[config.mk]
export PLATFORM = sky130hd
export DESIGN_NAME = rv_exec_core
export DESIGN_NICKNAME = d
export VERILOG_FILES = /design/src/rtl/core_pkg.sv /design/src/rtl/rv_isa_pkg.sv /design/src/rtl/exec_if.sv /design/src/rtl/rv_exec_core.sv /design/src/rtl/retire_unit.sv /design/src/rtl/branch_unit.sv /design/src/rtl/int_alu.sv /design/src/rtl/reg_file.sv /design/src/rtl/rv_decoder.sv
export VERILOG_INCLUDE_DIRS = /design/src /design/src/rtl
export SDC_FILE = /design/constraint.sdc
export NUM_CORES = 2
export LEC_CHECK = 0
export BUFFER_PORTS_ARGS = -buffer_cell sky130_fd_sc_hd__buf_2
export CELL_PAD_IN_SITES_DETAIL_PLACEMENT = 0
export CELL_PAD_IN_SITES_GLOBAL_PLACEMENT = 1
export CORE_ASPECT_RATIO = 1.1
export CORE_MARGIN = 1
export CORE_UTILIZATION = 57
export CTS_CLUSTER_DIAMETER = 80
export CTS_CLUSTER_SIZE = 24
export DETAILED_ROUTE_END_ITERATION = 12
export GPL_ROUTABILITY_DRIVEN = 0
export HOLD_SLACK_MARGIN = 0.06
export PLACE_DENSITY = 0.87
export SLEW_MARGIN = 20
export SYNTH_ARGS = -nofsm -noshare
export SYNTH_HDL_FRONTEND = slang
export SYNTH_HIERARCHICAL = 1
export SYNTH_SLANG_ARGS = --single-unit
[constraint.sdc]
create_clock -name clk -period 19 [get_ports clk]
set_clock_uncertainty 0.15 [all_clocks]
set_input_delay 0.95 -clock clk [delete_from_list [all_inputs] [get_ports clk]]
set_output_delay 0.95 -clock clk [all_outputs]
set_load 0.005 [all_outputs]
[src/rtl/core_consts.svh]
// core widths and reset values

`ifndef CORE_CONSTS_SVH
`define CORE_CONSTS_SVH

// data and address width
`define XLEN 32

// architectural register file
`define REG_COUNT 32
`define REG_ADDR_W 5

// pc after reset
`define RESET_PC 32'h8000_0000

// sequential pc increment
`define INST_STEP 4

`endif
[src/rtl/core_pkg.sv]
// execution side types

package core_pkg;

    // decides write-back source and pc selection
    typedef enum logic [2:0] {
        KIND_ALU_REG,
        KIND_ALU_IMM,
        KIND_UPPER,
        KIND_JUMP,
        KIND_BRANCH,
        KIND_NONE
    } inst_kind_e;

    typedef enum logic [3:0] {
        ALU_ADD, ALU_SUB, ALU_SLL, ALU_SLT, ALU_SLTU,
        ALU_XOR, ALU_SRL, ALU_SRA, ALU_OR, ALU_AND
    } alu_op_e;

    // branch conditions follow funct3 and the free 3'b010 marks jalr
    typedef enum logic [2:0] {
        BR_EQ   = 3'b000,
        BR_NE   = 3'b001,
        BR_JALR = 3'b010,
        BR_LT   = 3'b100,
        BR_GE   = 3'b101,
        BR_LTU  = 3'b110,
        BR_GEU  = 3'b111
    } br_cond_e;

endpackage

[src/rtl/rv_isa_pkg.sv]
// rv32i instruction encodings

package rv_isa_pkg;

    typedef enum logic [6:0] {
        OPC_OP     = 7'b0110011,
        OPC_OP_IMM = 7'b0010011,
        OPC_LUI    = 7'b0110111,
        OPC_AUIPC  = 7'b0010111,
        OPC_JAL    = 7'b1101111,
        OPC_JALR   = 7'b1100111,
        OPC_BRANCH = 7'b1100011,
        OPC_LOAD   = 7'b0000011, // retired as no-op
        OPC_STORE  = 7'b0100011, // retired as no-op
        OPC_SYSTEM = 7'b1110011  // retired as no-op
    } opcode_e;

    // register-register layout and the source of b/u/j fields
    typedef struct packed {
        logic [6:0] funct7;
        logic [4:0] rs2;
        logic [4:0] rs1;
        logic [2:0] funct3;
        logic [4:0] rd;
        opcode_e    opcode;
    } r_fmt_t;

    typedef struct packed {
        logic [11:0] imm12;
        logic [4:0]  rs1;
        logic [2:0]  funct3;
        logic [4:0]  rd;
        opcode_e     opcode;
    } i_fmt_t;

    typedef union packed {
        r_fmt_t r;
        i_fmt_t i;
    } rv_inst_u;

endpackage

[src/rtl/exec_if.sv]
// decoded instruction bundle
`timescale 1ns/1ps
`include "core_consts.svh"

interface exec_if
    import core_pkg::*;
();

    inst_kind_e              kind;
    alu_op_e                 alu_op;
    br_cond_e                br_cond;
    logic [`XLEN-1:0]        op_a;
    logic [`XLEN-1:0]        op_b;
    logic [`XLEN-1:0]        rs1_data;
    logic [`XLEN-1:0]        rs2_data;
    logic [`XLEN-1:0]        imm;
    logic [`REG_ADDR_W-1:0]  rd;
    logic [`XLEN-1:0]        pc;
    logic                    valid; // plain strobe without handshake

    modport decode (output kind, alu_op, br_cond, op_a, op_b, rs1_data, rs2_data,
                    imm, rd, pc, valid);
    modport alu    (input alu_op, op_a, op_b);
    modport branch (input kind, br_cond, rs1_data, rs2_data, imm, pc);
    modport retire (input kind, rd, pc, valid);

endinterface

[src/rtl/rv_exec_core.sv]
// rv32i integer execution core
`timescale 1ns/1ps
`include "core_consts.svh"

module rv_exec_core (
    input  logic                    clk,
    input  logic                    reset,
    input  logic                    inst_valid,
    input  logic [`XLEN-1:0]        inst,
    output logic [`XLEN-1:0]        pc,
    output logic                    retire_valid,
    output logic [`XLEN-1:0]        retire_pc,
    output logic                    retire_we,
    output logic [`REG_ADDR_W-1:0]  retire_rd,
    output logic [`XLEN-1:0]        retire_data
);

    logic [`REG_ADDR_W-1:0] rs1_addr, rs2_addr;
    logic [`XLEN-1:0]       rs1_data, rs2_data;
    logic                   wr_en;
    logic [`REG_ADDR_W-1:0] wr_addr;
    logic [`XLEN-1:0]       wr_data;
    logic [`XLEN-1:0]       alu_result;
    logic                   taken;
    logic [`XLEN-1:0]       target;

    exec_if dec_bus ();

    rv_decoder u_decoder (
        .inst       (inst),
        .inst_valid (inst_valid),
        .pc         (pc),
        .rs1_addr   (rs1_addr),
        .rs2_addr   (rs2_addr),
        .rs1_data   (rs1_data),
        .rs2_data   (rs2_data),
        .dec        (dec_bus.decode)
    );

    reg_file u_reg_file (
        .clk      (clk),
        .reset    (reset),
        .rs1_addr (rs1_addr),
        .rs2_addr (rs2_addr),
        .rs1_data (rs1_data),
        .rs2_data (rs2_data),
        .wr_en    (wr_en),
        .wr_addr  (wr_addr),
        .wr_data  (wr_data)
    );

    // alu and branch resolve side by side
    int_alu u_alu (
        .dec        (dec_bus.alu),
        .alu_result (alu_result)
    );

    branch_unit u_branch (
        .dec    (dec_bus.branch),
        .taken  (taken),
        .target (target)
    );

    retire_unit u_retire (
        .clk          (clk),
        .reset        (reset),
        .dec          (dec_bus.retire),
        .alu_result   (alu_result),
        .taken        (taken),
        .target       (target),
        .pc           (pc),
        .wr_en        (wr_en),
        .wr_addr      (wr_addr),
        .wr_data      (wr_data),
        .retire_valid (retire_valid),
        .retire_pc    (retire_pc),
        .retire_we    (retire_we),
        .retire_rd    (retire_rd),
        .retire_data  (retire_data)
    );

endmodule

[src/rtl/retire_unit.sv]
// pc, write-back and retire record
`timescale 1ns/1ps
`include "core_consts.svh"

module retire_unit
    import core_pkg::*;
(
    input  logic                    clk,
    input  logic                    reset,
    exec_if.retire                  dec,
    input  logic [`XLEN-1:0]        alu_result,
    input  logic                    taken,
    input  logic [`XLEN-1:0]        target,
    output logic [`XLEN-1:0]        pc,
    output logic                    wr_en,
    output logic [`REG_ADDR_W-1:0]  wr_addr,
    output logic [`XLEN-1:0]        wr_data,
    output logic                    retire_valid,
    output logic [`XLEN-1:0]        retire_pc,
    output logic                    retire_we,
    output logic [`REG_ADDR_W-1:0]  retire_rd,
    output logic [`XLEN-1:0]        retire_data
);

    logic [`XLEN-1:0] seq_pc;
    logic             writes;

    assign seq_pc = pc + `XLEN'(`INST_STEP);

    // branch and unsupported kinds leave the register file alone
    assign writes  = (dec.kind == KIND_ALU_REG) || (dec.kind == KIND_ALU_IMM) ||
                     (dec.kind == KIND_UPPER) || (dec.kind == KIND_JUMP);
    assign wr_en   = dec.valid && writes;
    assign wr_addr = dec.rd;
    assign wr_data = (dec.kind == KIND_JUMP) ? seq_pc : alu_result; // link value

    always_ff @(posedge clk) begin
        if (reset) begin
            pc           <= `RESET_PC;
            retire_valid <= 1'b0;
            retire_we    <= 1'b0;
        end else begin
            retire_valid <= dec.valid;
            retire_we    <= wr_en;
            if (dec.valid) begin
                pc <= taken ? target : seq_pc;
            end
        end
    end

    always_ff @(posedge clk) begin
        if (dec.valid) begin
            retire_pc   <= dec.pc;
            retire_rd   <= wr_addr;
            retire_data <= wr_data;
        end
    end

endmodule

[src/rtl/branch_unit.sv]
// branch and jump resolution
`timescale 1ns/1ps
`include "core_consts.svh"

module branch_unit
    import core_pkg::*;
(
    exec_if.branch           dec,
    output logic             taken,
    output logic [`XLEN-1:0] target
);

    logic [`XLEN-1:0] pc_rel;
    logic [`XLEN-1:0] reg_rel;

    assign pc_rel  = dec.pc + dec.imm;
    assign reg_rel = dec.rs1_data + dec.imm;

    always_comb begin
        taken  = 1'b0;
        target = pc_rel;
        case (dec.kind)
            KIND_BRANCH: begin
                case (dec.br_cond)
                    BR_EQ:   taken = (dec.rs1_data == dec.rs2_data);
                    BR_NE:   taken = (dec.rs1_data != dec.rs2_data);
                    BR_LT:   taken = ($signed(dec.rs1_data) < $signed(dec.rs2_data));
                    BR_GE:   taken = ($signed(dec.rs1_data) >= $signed(dec.rs2_data));
                    BR_LTU:  taken = (dec.rs1_data < dec.rs2_data);
                    BR_GEU:  taken = (dec.rs1_data >= dec.rs2_data);
                    default: taken = 1'b0; // reserved funct3 falls through
                endcase
            end
            KIND_JUMP: begin
                taken = 1'b1;
                if (dec.br_cond == BR_JALR) begin
                    target = {reg_rel[`XLEN-1:1], 1'b0}; // jalr drops bit 0
                end
            end
            default: taken = 1'b0;
        endcase
    end

endmodule

[src/rtl/int_alu.sv]
// integer alu
`timescale 1ns/1ps
`include "core_consts.svh"

module int_alu
    import core_pkg::*;
(
    exec_if.alu              dec,
    output logic [`XLEN-1:0] alu_result
);

    logic [4:0] shamt;

    assign shamt = dec.op_b[4:0]; // low 5 bits only

    always_comb begin
        case (dec.alu_op)
            ALU_ADD:  alu_result = dec.op_a + dec.op_b;
            ALU_SUB:  alu_result = dec.op_a - dec.op_b;
            ALU_SLL:  alu_result = dec.op_a << shamt;
            ALU_SLT:  alu_result = {{(`XLEN-1){1'b0}},
                                    $signed(dec.op_a) < $signed(dec.op_b)};
            ALU_SLTU: alu_result = {{(`XLEN-1){1'b0}}, dec.op_a < dec.op_b};
            ALU_XOR:  alu_result = dec.op_a ^ dec.op_b;
            ALU_SRL:  alu_result = dec.op_a >> shamt;
            ALU_SRA:  alu_result = $unsigned($signed(dec.op_a) >>> shamt);
            ALU_OR:   alu_result = dec.op_a | dec.op_b;
            ALU_AND:  alu_result = dec.op_a & dec.op_b;
            default:  alu_result = '0;
        endcase
    end

endmodule

[src/rtl/reg_file.sv]
// integer register file
`timescale 1ns/1ps
`include "core_consts.svh"

module reg_file (
    input  logic                    clk,
    input  logic                    reset,
    input  logic [`REG_ADDR_W-1:0]  rs1_addr,
    input  logic [`REG_ADDR_W-1:0]  rs2_addr,
    output logic [`XLEN-1:0]        rs1_data,
    output logic [`XLEN-1:0]        rs2_data,
    input  logic                    wr_en,
    input  logic [`REG_ADDR_W-1:0]  wr_addr,
    input  logic [`XLEN-1:0]        wr_data
);

    logic [`XLEN-1:0] regs [`REG_COUNT];

    always_ff @(posedge clk) begin
        if (reset) begin
            for (int i = 0; i < `REG_COUNT; i++) begin
                regs[i] <= '0;
            end
        end else if (wr_en && wr_addr != '0) begin // x0 stays zero
            regs[wr_addr] <= wr_data;
        end
    end

    // combinational read
    assign rs1_data = (rs1_addr == '0) ? '0 : regs[rs1_addr];
    assign rs2_data = (rs2_addr == '0) ? '0 : regs[rs2_addr];

endmodule

[src/rtl/rv_decoder.sv]
// instruction decoder
`timescale 1ns/1ps
`include "core_consts.svh"

module rv_decoder
    import core_pkg::*;
    import rv_isa_pkg::*;
(
    input  rv_inst_u                inst,
    input  logic                    inst_valid,
    input  logic [`XLEN-1:0]        pc,
    output logic [`REG_ADDR_W-1:0]  rs1_addr,
    output logic [`REG_ADDR_W-1:0]  rs2_addr,
    input  logic [`XLEN-1:0]        rs1_data,
    input  logic [`XLEN-1:0]        rs2_data,
    exec_if.decode                  dec
);

    inst_kind_e       kind;
    logic [`XLEN-1:0] imm;
    logic [`XLEN-1:0] imm_i, imm_b, imm_u, imm_j;

    assign imm_i = {{20{inst.i.imm12[11]}}, inst.i.imm12};
    assign imm_b = {{20{inst.r.funct7[6]}}, inst.r.rd[0], inst.r.funct7[5:0],
                    inst.r.rd[4:1], 1'b0};
    assign imm_u = {inst.r.funct7, inst.r.rs2, inst.r.rs1, inst.r.funct3, 12'b0};
    assign imm_j = {{12{inst.r.funct7[6]}}, inst.r.rs1, inst.r.funct3, inst.r.rs2[0],
                    inst.r.funct7[5:0], inst.r.rs2[4:1], 1'b0};

    assign rs1_addr = inst.r.rs1;
    assign rs2_addr = inst.r.rs2;

    // opcode class, immediate and branch condition
    always_comb begin
        kind        = KIND_NONE;
        imm         = '0;
        dec.br_cond = br_cond_e'(inst.r.funct3);
        case (inst.r.opcode)
            OPC_OP:     kind = KIND_ALU_REG;
            OPC_OP_IMM: begin
                kind = KIND_ALU_IMM;
                imm  = imm_i;
            end
            OPC_LUI, OPC_AUIPC: begin
                kind = KIND_UPPER;
                imm  = imm_u;
            end
            OPC_JAL: begin
                kind        = KIND_JUMP;
                imm         = imm_j;
                dec.br_cond = BR_EQ; // funct3 bits are imm here
            end
            OPC_JALR: begin
                kind        = KIND_JUMP;
                imm         = imm_i;
                dec.br_cond = BR_JALR;
            end
            OPC_BRANCH: begin
                kind = KIND_BRANCH;
                imm  = imm_b;
            end
            OPC_LOAD, OPC_STORE, OPC_SYSTEM: kind = KIND_NONE;
            default:                         kind = KIND_NONE;
        endcase
    end

    always_comb begin
        dec.alu_op = ALU_ADD; // upper immediates add too
        if (kind == KIND_ALU_REG || kind == KIND_ALU_IMM) begin
            case (inst.r.funct3)
                3'b000: dec.alu_op = (kind == KIND_ALU_REG && inst.r.funct7[5]) ? ALU_SUB
                                                                              : ALU_ADD;
                3'b001: dec.alu_op = ALU_SLL;
                3'b010: dec.alu_op = ALU_SLT;
                3'b011: dec.alu_op = ALU_SLTU;
                3'b100: dec.alu_op = ALU_XOR;
                3'b101: dec.alu_op = inst.r.funct7[5] ? ALU_SRA : ALU_SRL; // srai shares bit 30
                3'b110: dec.alu_op = ALU_OR;
                default: dec.alu_op = ALU_AND;
            endcase
        end
    end

    // operand select
    always_comb begin
        dec.op_a = rs1_data;
        dec.op_b = rs2_data;
        case (kind)
            KIND_ALU_IMM: dec.op_b = imm;
            KIND_UPPER: begin
                dec.op_a = (inst.r.opcode == OPC_LUI) ? '0 : pc;
                dec.op_b = imm;
            end
            default: ;
        endcase
    end

    assign dec.kind     = kind;
    assign dec.imm      = imm;
    assign dec.rs1_data = rs1_data;
    assign dec.rs2_data = rs2_data;
    assign dec.rd       = inst.r.rd;
    assign dec.pc       = pc;
    assign dec.valid    = inst_valid;

endmodule

==> summary.md <==
| Metric | Value |
|---|---|
| Run status | finished, final reports clean |
| I/O pin total | 138 |
| Average cell area after synthesis | 12.0 µm² |
| Layout area overhead | 4.72% |
| Final hold slack | 0.427 ns |
| Area of the mapped netlist | 74,000 µm² |
| Tightest slew margin relative to the limit | 12.5% |
| Via count normalized by instance count | 7.28 |
| Post-route fraction of the period consumed by the critical path | 48.7% |
| Pin slew with the least headroom to its limit | 1.31 ns |
| Fraction of registers with async set/reset | 0% |
| Critical Path AT | 9.71 ns |
| Yosys synthesis warning count | 6 |
| Minimum clock period | 9.25 ns |
| Yosys top cell by area | edfxtp_1 |
| Worst-case setup slack after placement | 9.45 ns |
| Sequential cell area fraction in the yosys report | 45.3% |
| Clock network latency to the later pin of the worst-skew pair | 0.79 ns |
| Overall die height | 380 µm |
| Detailed-route wire length | 270,000 µm |
| Total global-route track usage | 40.1% |
| Sequential cell area | 33,500 µm² |
| Via count of the first global-routing pass | 51,800 |
| Ratio of cells with drive above 1 in the final layout | 19.8% |
| Root buffer selected by CTS | clkbuf_16 |
| Average routed wire per standard cell | 35.3 µm |
| Netlist cell types | 116 |
| Largest vdd supply drop | 0.0000830 V |
| CP Data Required Time | 19.46 ns |
| Floorplan Core Area | 129,000 µm² |
| Power per unit of standard cell area | 81.0 nW/µm² |
| Wire length of the first global-routing pass | 377,000 µm |
| Upper clock frequency limit | 108 MHz |
| Final count of pins violating max slew | 0 |
| Maximum number of pins on one net before global-route repair | 104 |
| Largest buffer count on any clock path | 3 |
| Die extent in x | 346 µm |
| Share of the synthesized area in the top cell type | 44.4% |
| Hold violation count in the final report | 0 |
| Number of H-tree levels | 2 |
| Drc violations | 0 |
| RSZ-0062 raised after global routing | false |
| Count of vias placed by the detailed router | 55,600 |
| Router iterations before antenna repair | 6 |
| CP Max Fanout | 58 |
| Synthesis-stage register bit count | 1,127 |
| Number of setup violations in the final report | 0 |
| Number of antenna violations at the first check in global routing | 23 |
| Gate count after technology mapping | 6,152 |
| Filler cell count in the final layout | 10,000 |
| Static leakage | 29.1 nW |
| Clock transition at the registers of the reported paths | 0.09 ns |
| Number of setup buffers added after CTS | 0 |
| Post-Place Cells | 7,552 |
| TritonCTS clock tree | built |
| Power Total | 6.28 mW |
| Largest cells by area after synthesis | edfxtp_1, mux4_2, and2_1 |
| Largest stage delay on the critical path | 0.89 ns |
| Number of nets with antenna violations after routing | 0 |
| CTS Hold Bufs | 0 |
| Standard-cell rows | 138 |
| Minimum setup slack in the final design | 9.75 ns |
| Worst hold-check path type | primary input to flop |
| Final-stage net count | 6,166 |
| HPWL reported at the end of detailed placement | 178,000 µm |
| Initial core utilization | 57.5% |
| Total negative slack | 0 ns |
| Max-cap viol count | 0 |
| Number of enable flip-flop cells after synthesis | 1,093 |
| Final std cells w/o fill | 7,639 |
| DRT iter0 DRCs | 9,624 |
| Total gr overflow | 0 |
| Startpoint types | primary input |
| Kind of critical path | primary input to flop |
| Port Buffers | 137 |
| Number of gates resized after cts | 0 |
| Die footprint | 131,000 µm² |
| Standard cell with the maximum stage delay on the critical path | o21ai_0 |
| Worst path cell trace | buf_8 -> buf_4 -> buf_4 -> mux4_2 -> mux4_2 -> o22ai_1 -> nor3_1 -> inv_1 -> o21ai_0 -> inv_1 -> ha_1 -> o211ai_1 -> o211ai_1 -> a2111oi_0 -> nor3_1 -> a21o_1 -> a21oi_1 -> o22ai_1 -> xnor2_1 -> o211ai_1 -> nand2_1 -> o21ai_2 -> buf_4 -> and2_1 |
| Nature of the critical path endpoint | flop |
| Footprint of the multi-input gates | 37,000 µm² |
| CTS buffer count | 60 |
| Post-synth top flop | edfxtp_1 |
| Sink Count | 1,127 |
## power by group
group	leakage (nW)	switching [mW]	internal (mW)
sequential	11.5	0.0538	2.83
combinational	16.7	1.35	0.575
clock	0.871	0.877	0.597
total	29.1	2.28	4.00
## cells in the final DEF, fill, tap and decap left out, drive strengths merged, types with 45 or more instances in the layout
master / synthesis / final
a21o: 80 / 80
mux2i: 222 / 222
nor2: 299 / 299
o22ai: 122 / 122
nand3b: 45 / 45
and2: 1017 / 1017
mux2: 68 / 68
mux4: 499 / 499
inv: 188 / 198
o21ai: 217 / 217
buf: 283 / 346
ha: 193 / 193
clkbuf: 373 / 60
nand2: 212 / 212
xnor2: 60 / 60
nand3: 52 / 52
a21oi: 239 / 239
a2111oi: 62 / 62
a22o: 63 / 63
nor3: 94 / 94
edfxtp: 1093 / 1093
a211oi: 53 / 53
## state kept, by name, indices dropped and copies added (netlist names)
name / cells
u_reg_file/regs: 1024
u_retire/pc: 32
u_retire/retire_data: 32
u_retire/retire_pc: 32
u_retire/retire_rd: 5
u_retire/retire_valid: 1
u_retire/retire_we: 1
## cell usage after synthesis (all sizes together), types with 33 or more instances
master	n
a211oi	53
a21o	80
inv	188
a22o	63
or2	36
dfxtp	34
ha	193
mux2i	222
a21oi	239
nand2b	39
a2111oi	62
mux4	499
mux2	68
nor2b	33
nor2	299
buf	283
o22ai	122
nor3	94
nand3	52
nand3b	45
edfxtp	1093
clkbuf	373
nand2	212
a221oi	33
and2	1017
xnor2	60
xor2	40
a22oi	36
o21ai	217
## per-stage QoR
stage                     utilization [%]  cell area [µm²]
after floorplan                         -            74100
after global placement               58.8            75600
after detailed placement             58.8            75600
after CTS                            60.2            77400
after global routing                 60.2            77500
final                                60.2            77500
## per-layer routing
layer	vias to the layer above	share of wire [%]	GRT usage, %	routed length (µm)
li1	22600	-	-	-
met1	27300	34	52.1	91600
met4	26	7.7	26.0	20700
met2	4825	42	56.8	113000
met5	-	0.086	0	233
met3	921	16	14.4	44200
## worst max-delay path: cells and delay by family
kind,cells,cell delay (ns)
xor+xnor,1,0.10
mux,2,0.62
fa+ha+maj,1,0.49
buf+inv,6,2.82
compound gates,10,2.96
simple gates,4,1.66
## final timing paths
check,start,end,slack (ns),cells after the start
worst max-delay path,inst[17],u_reg_file/regs[12][17],9.75,24
worst min-delay path,inst[8],u_retire/retire_rd[1],0.43,1
worst max register to register,u_reg_file/regs[30][3],u_reg_file/regs[12][17],11.43,21
worst min register to register,u_retire/pc[2],u_retire/retire_pc[2],0.50,0
## logic make-up (layout without fill, tap and decap cells)
logic type               after synthesis  count (layout)  synth area share, %
XOR/XNOR                             100             100                 1.18
buffers and inverters                848             616                 5.51
adder cells (fa/ha/maj)              197             197                 3.37
multiplexers                         789             789                 19.2
AND/OR/NAND/NOR                     1969            1969                 15.0
AO/OA/AOI/OAI                       1121            1121                 10.4
other                                  1              40              0.00507
flip-flops                          1127            1127                 45.3
## layout make-up
cell class	count	area share (%)
antenna	8	0.0258
clock buffer	60	1.94
clock inverter	19	0.392
inverter	191	0.925
multi-input combinational	4208	47.8
sequential	1127	43.2
tap	1680	2.71
timing repair buffer	346	3.00
Note: power is estimated with default switching activity, not from simulation.
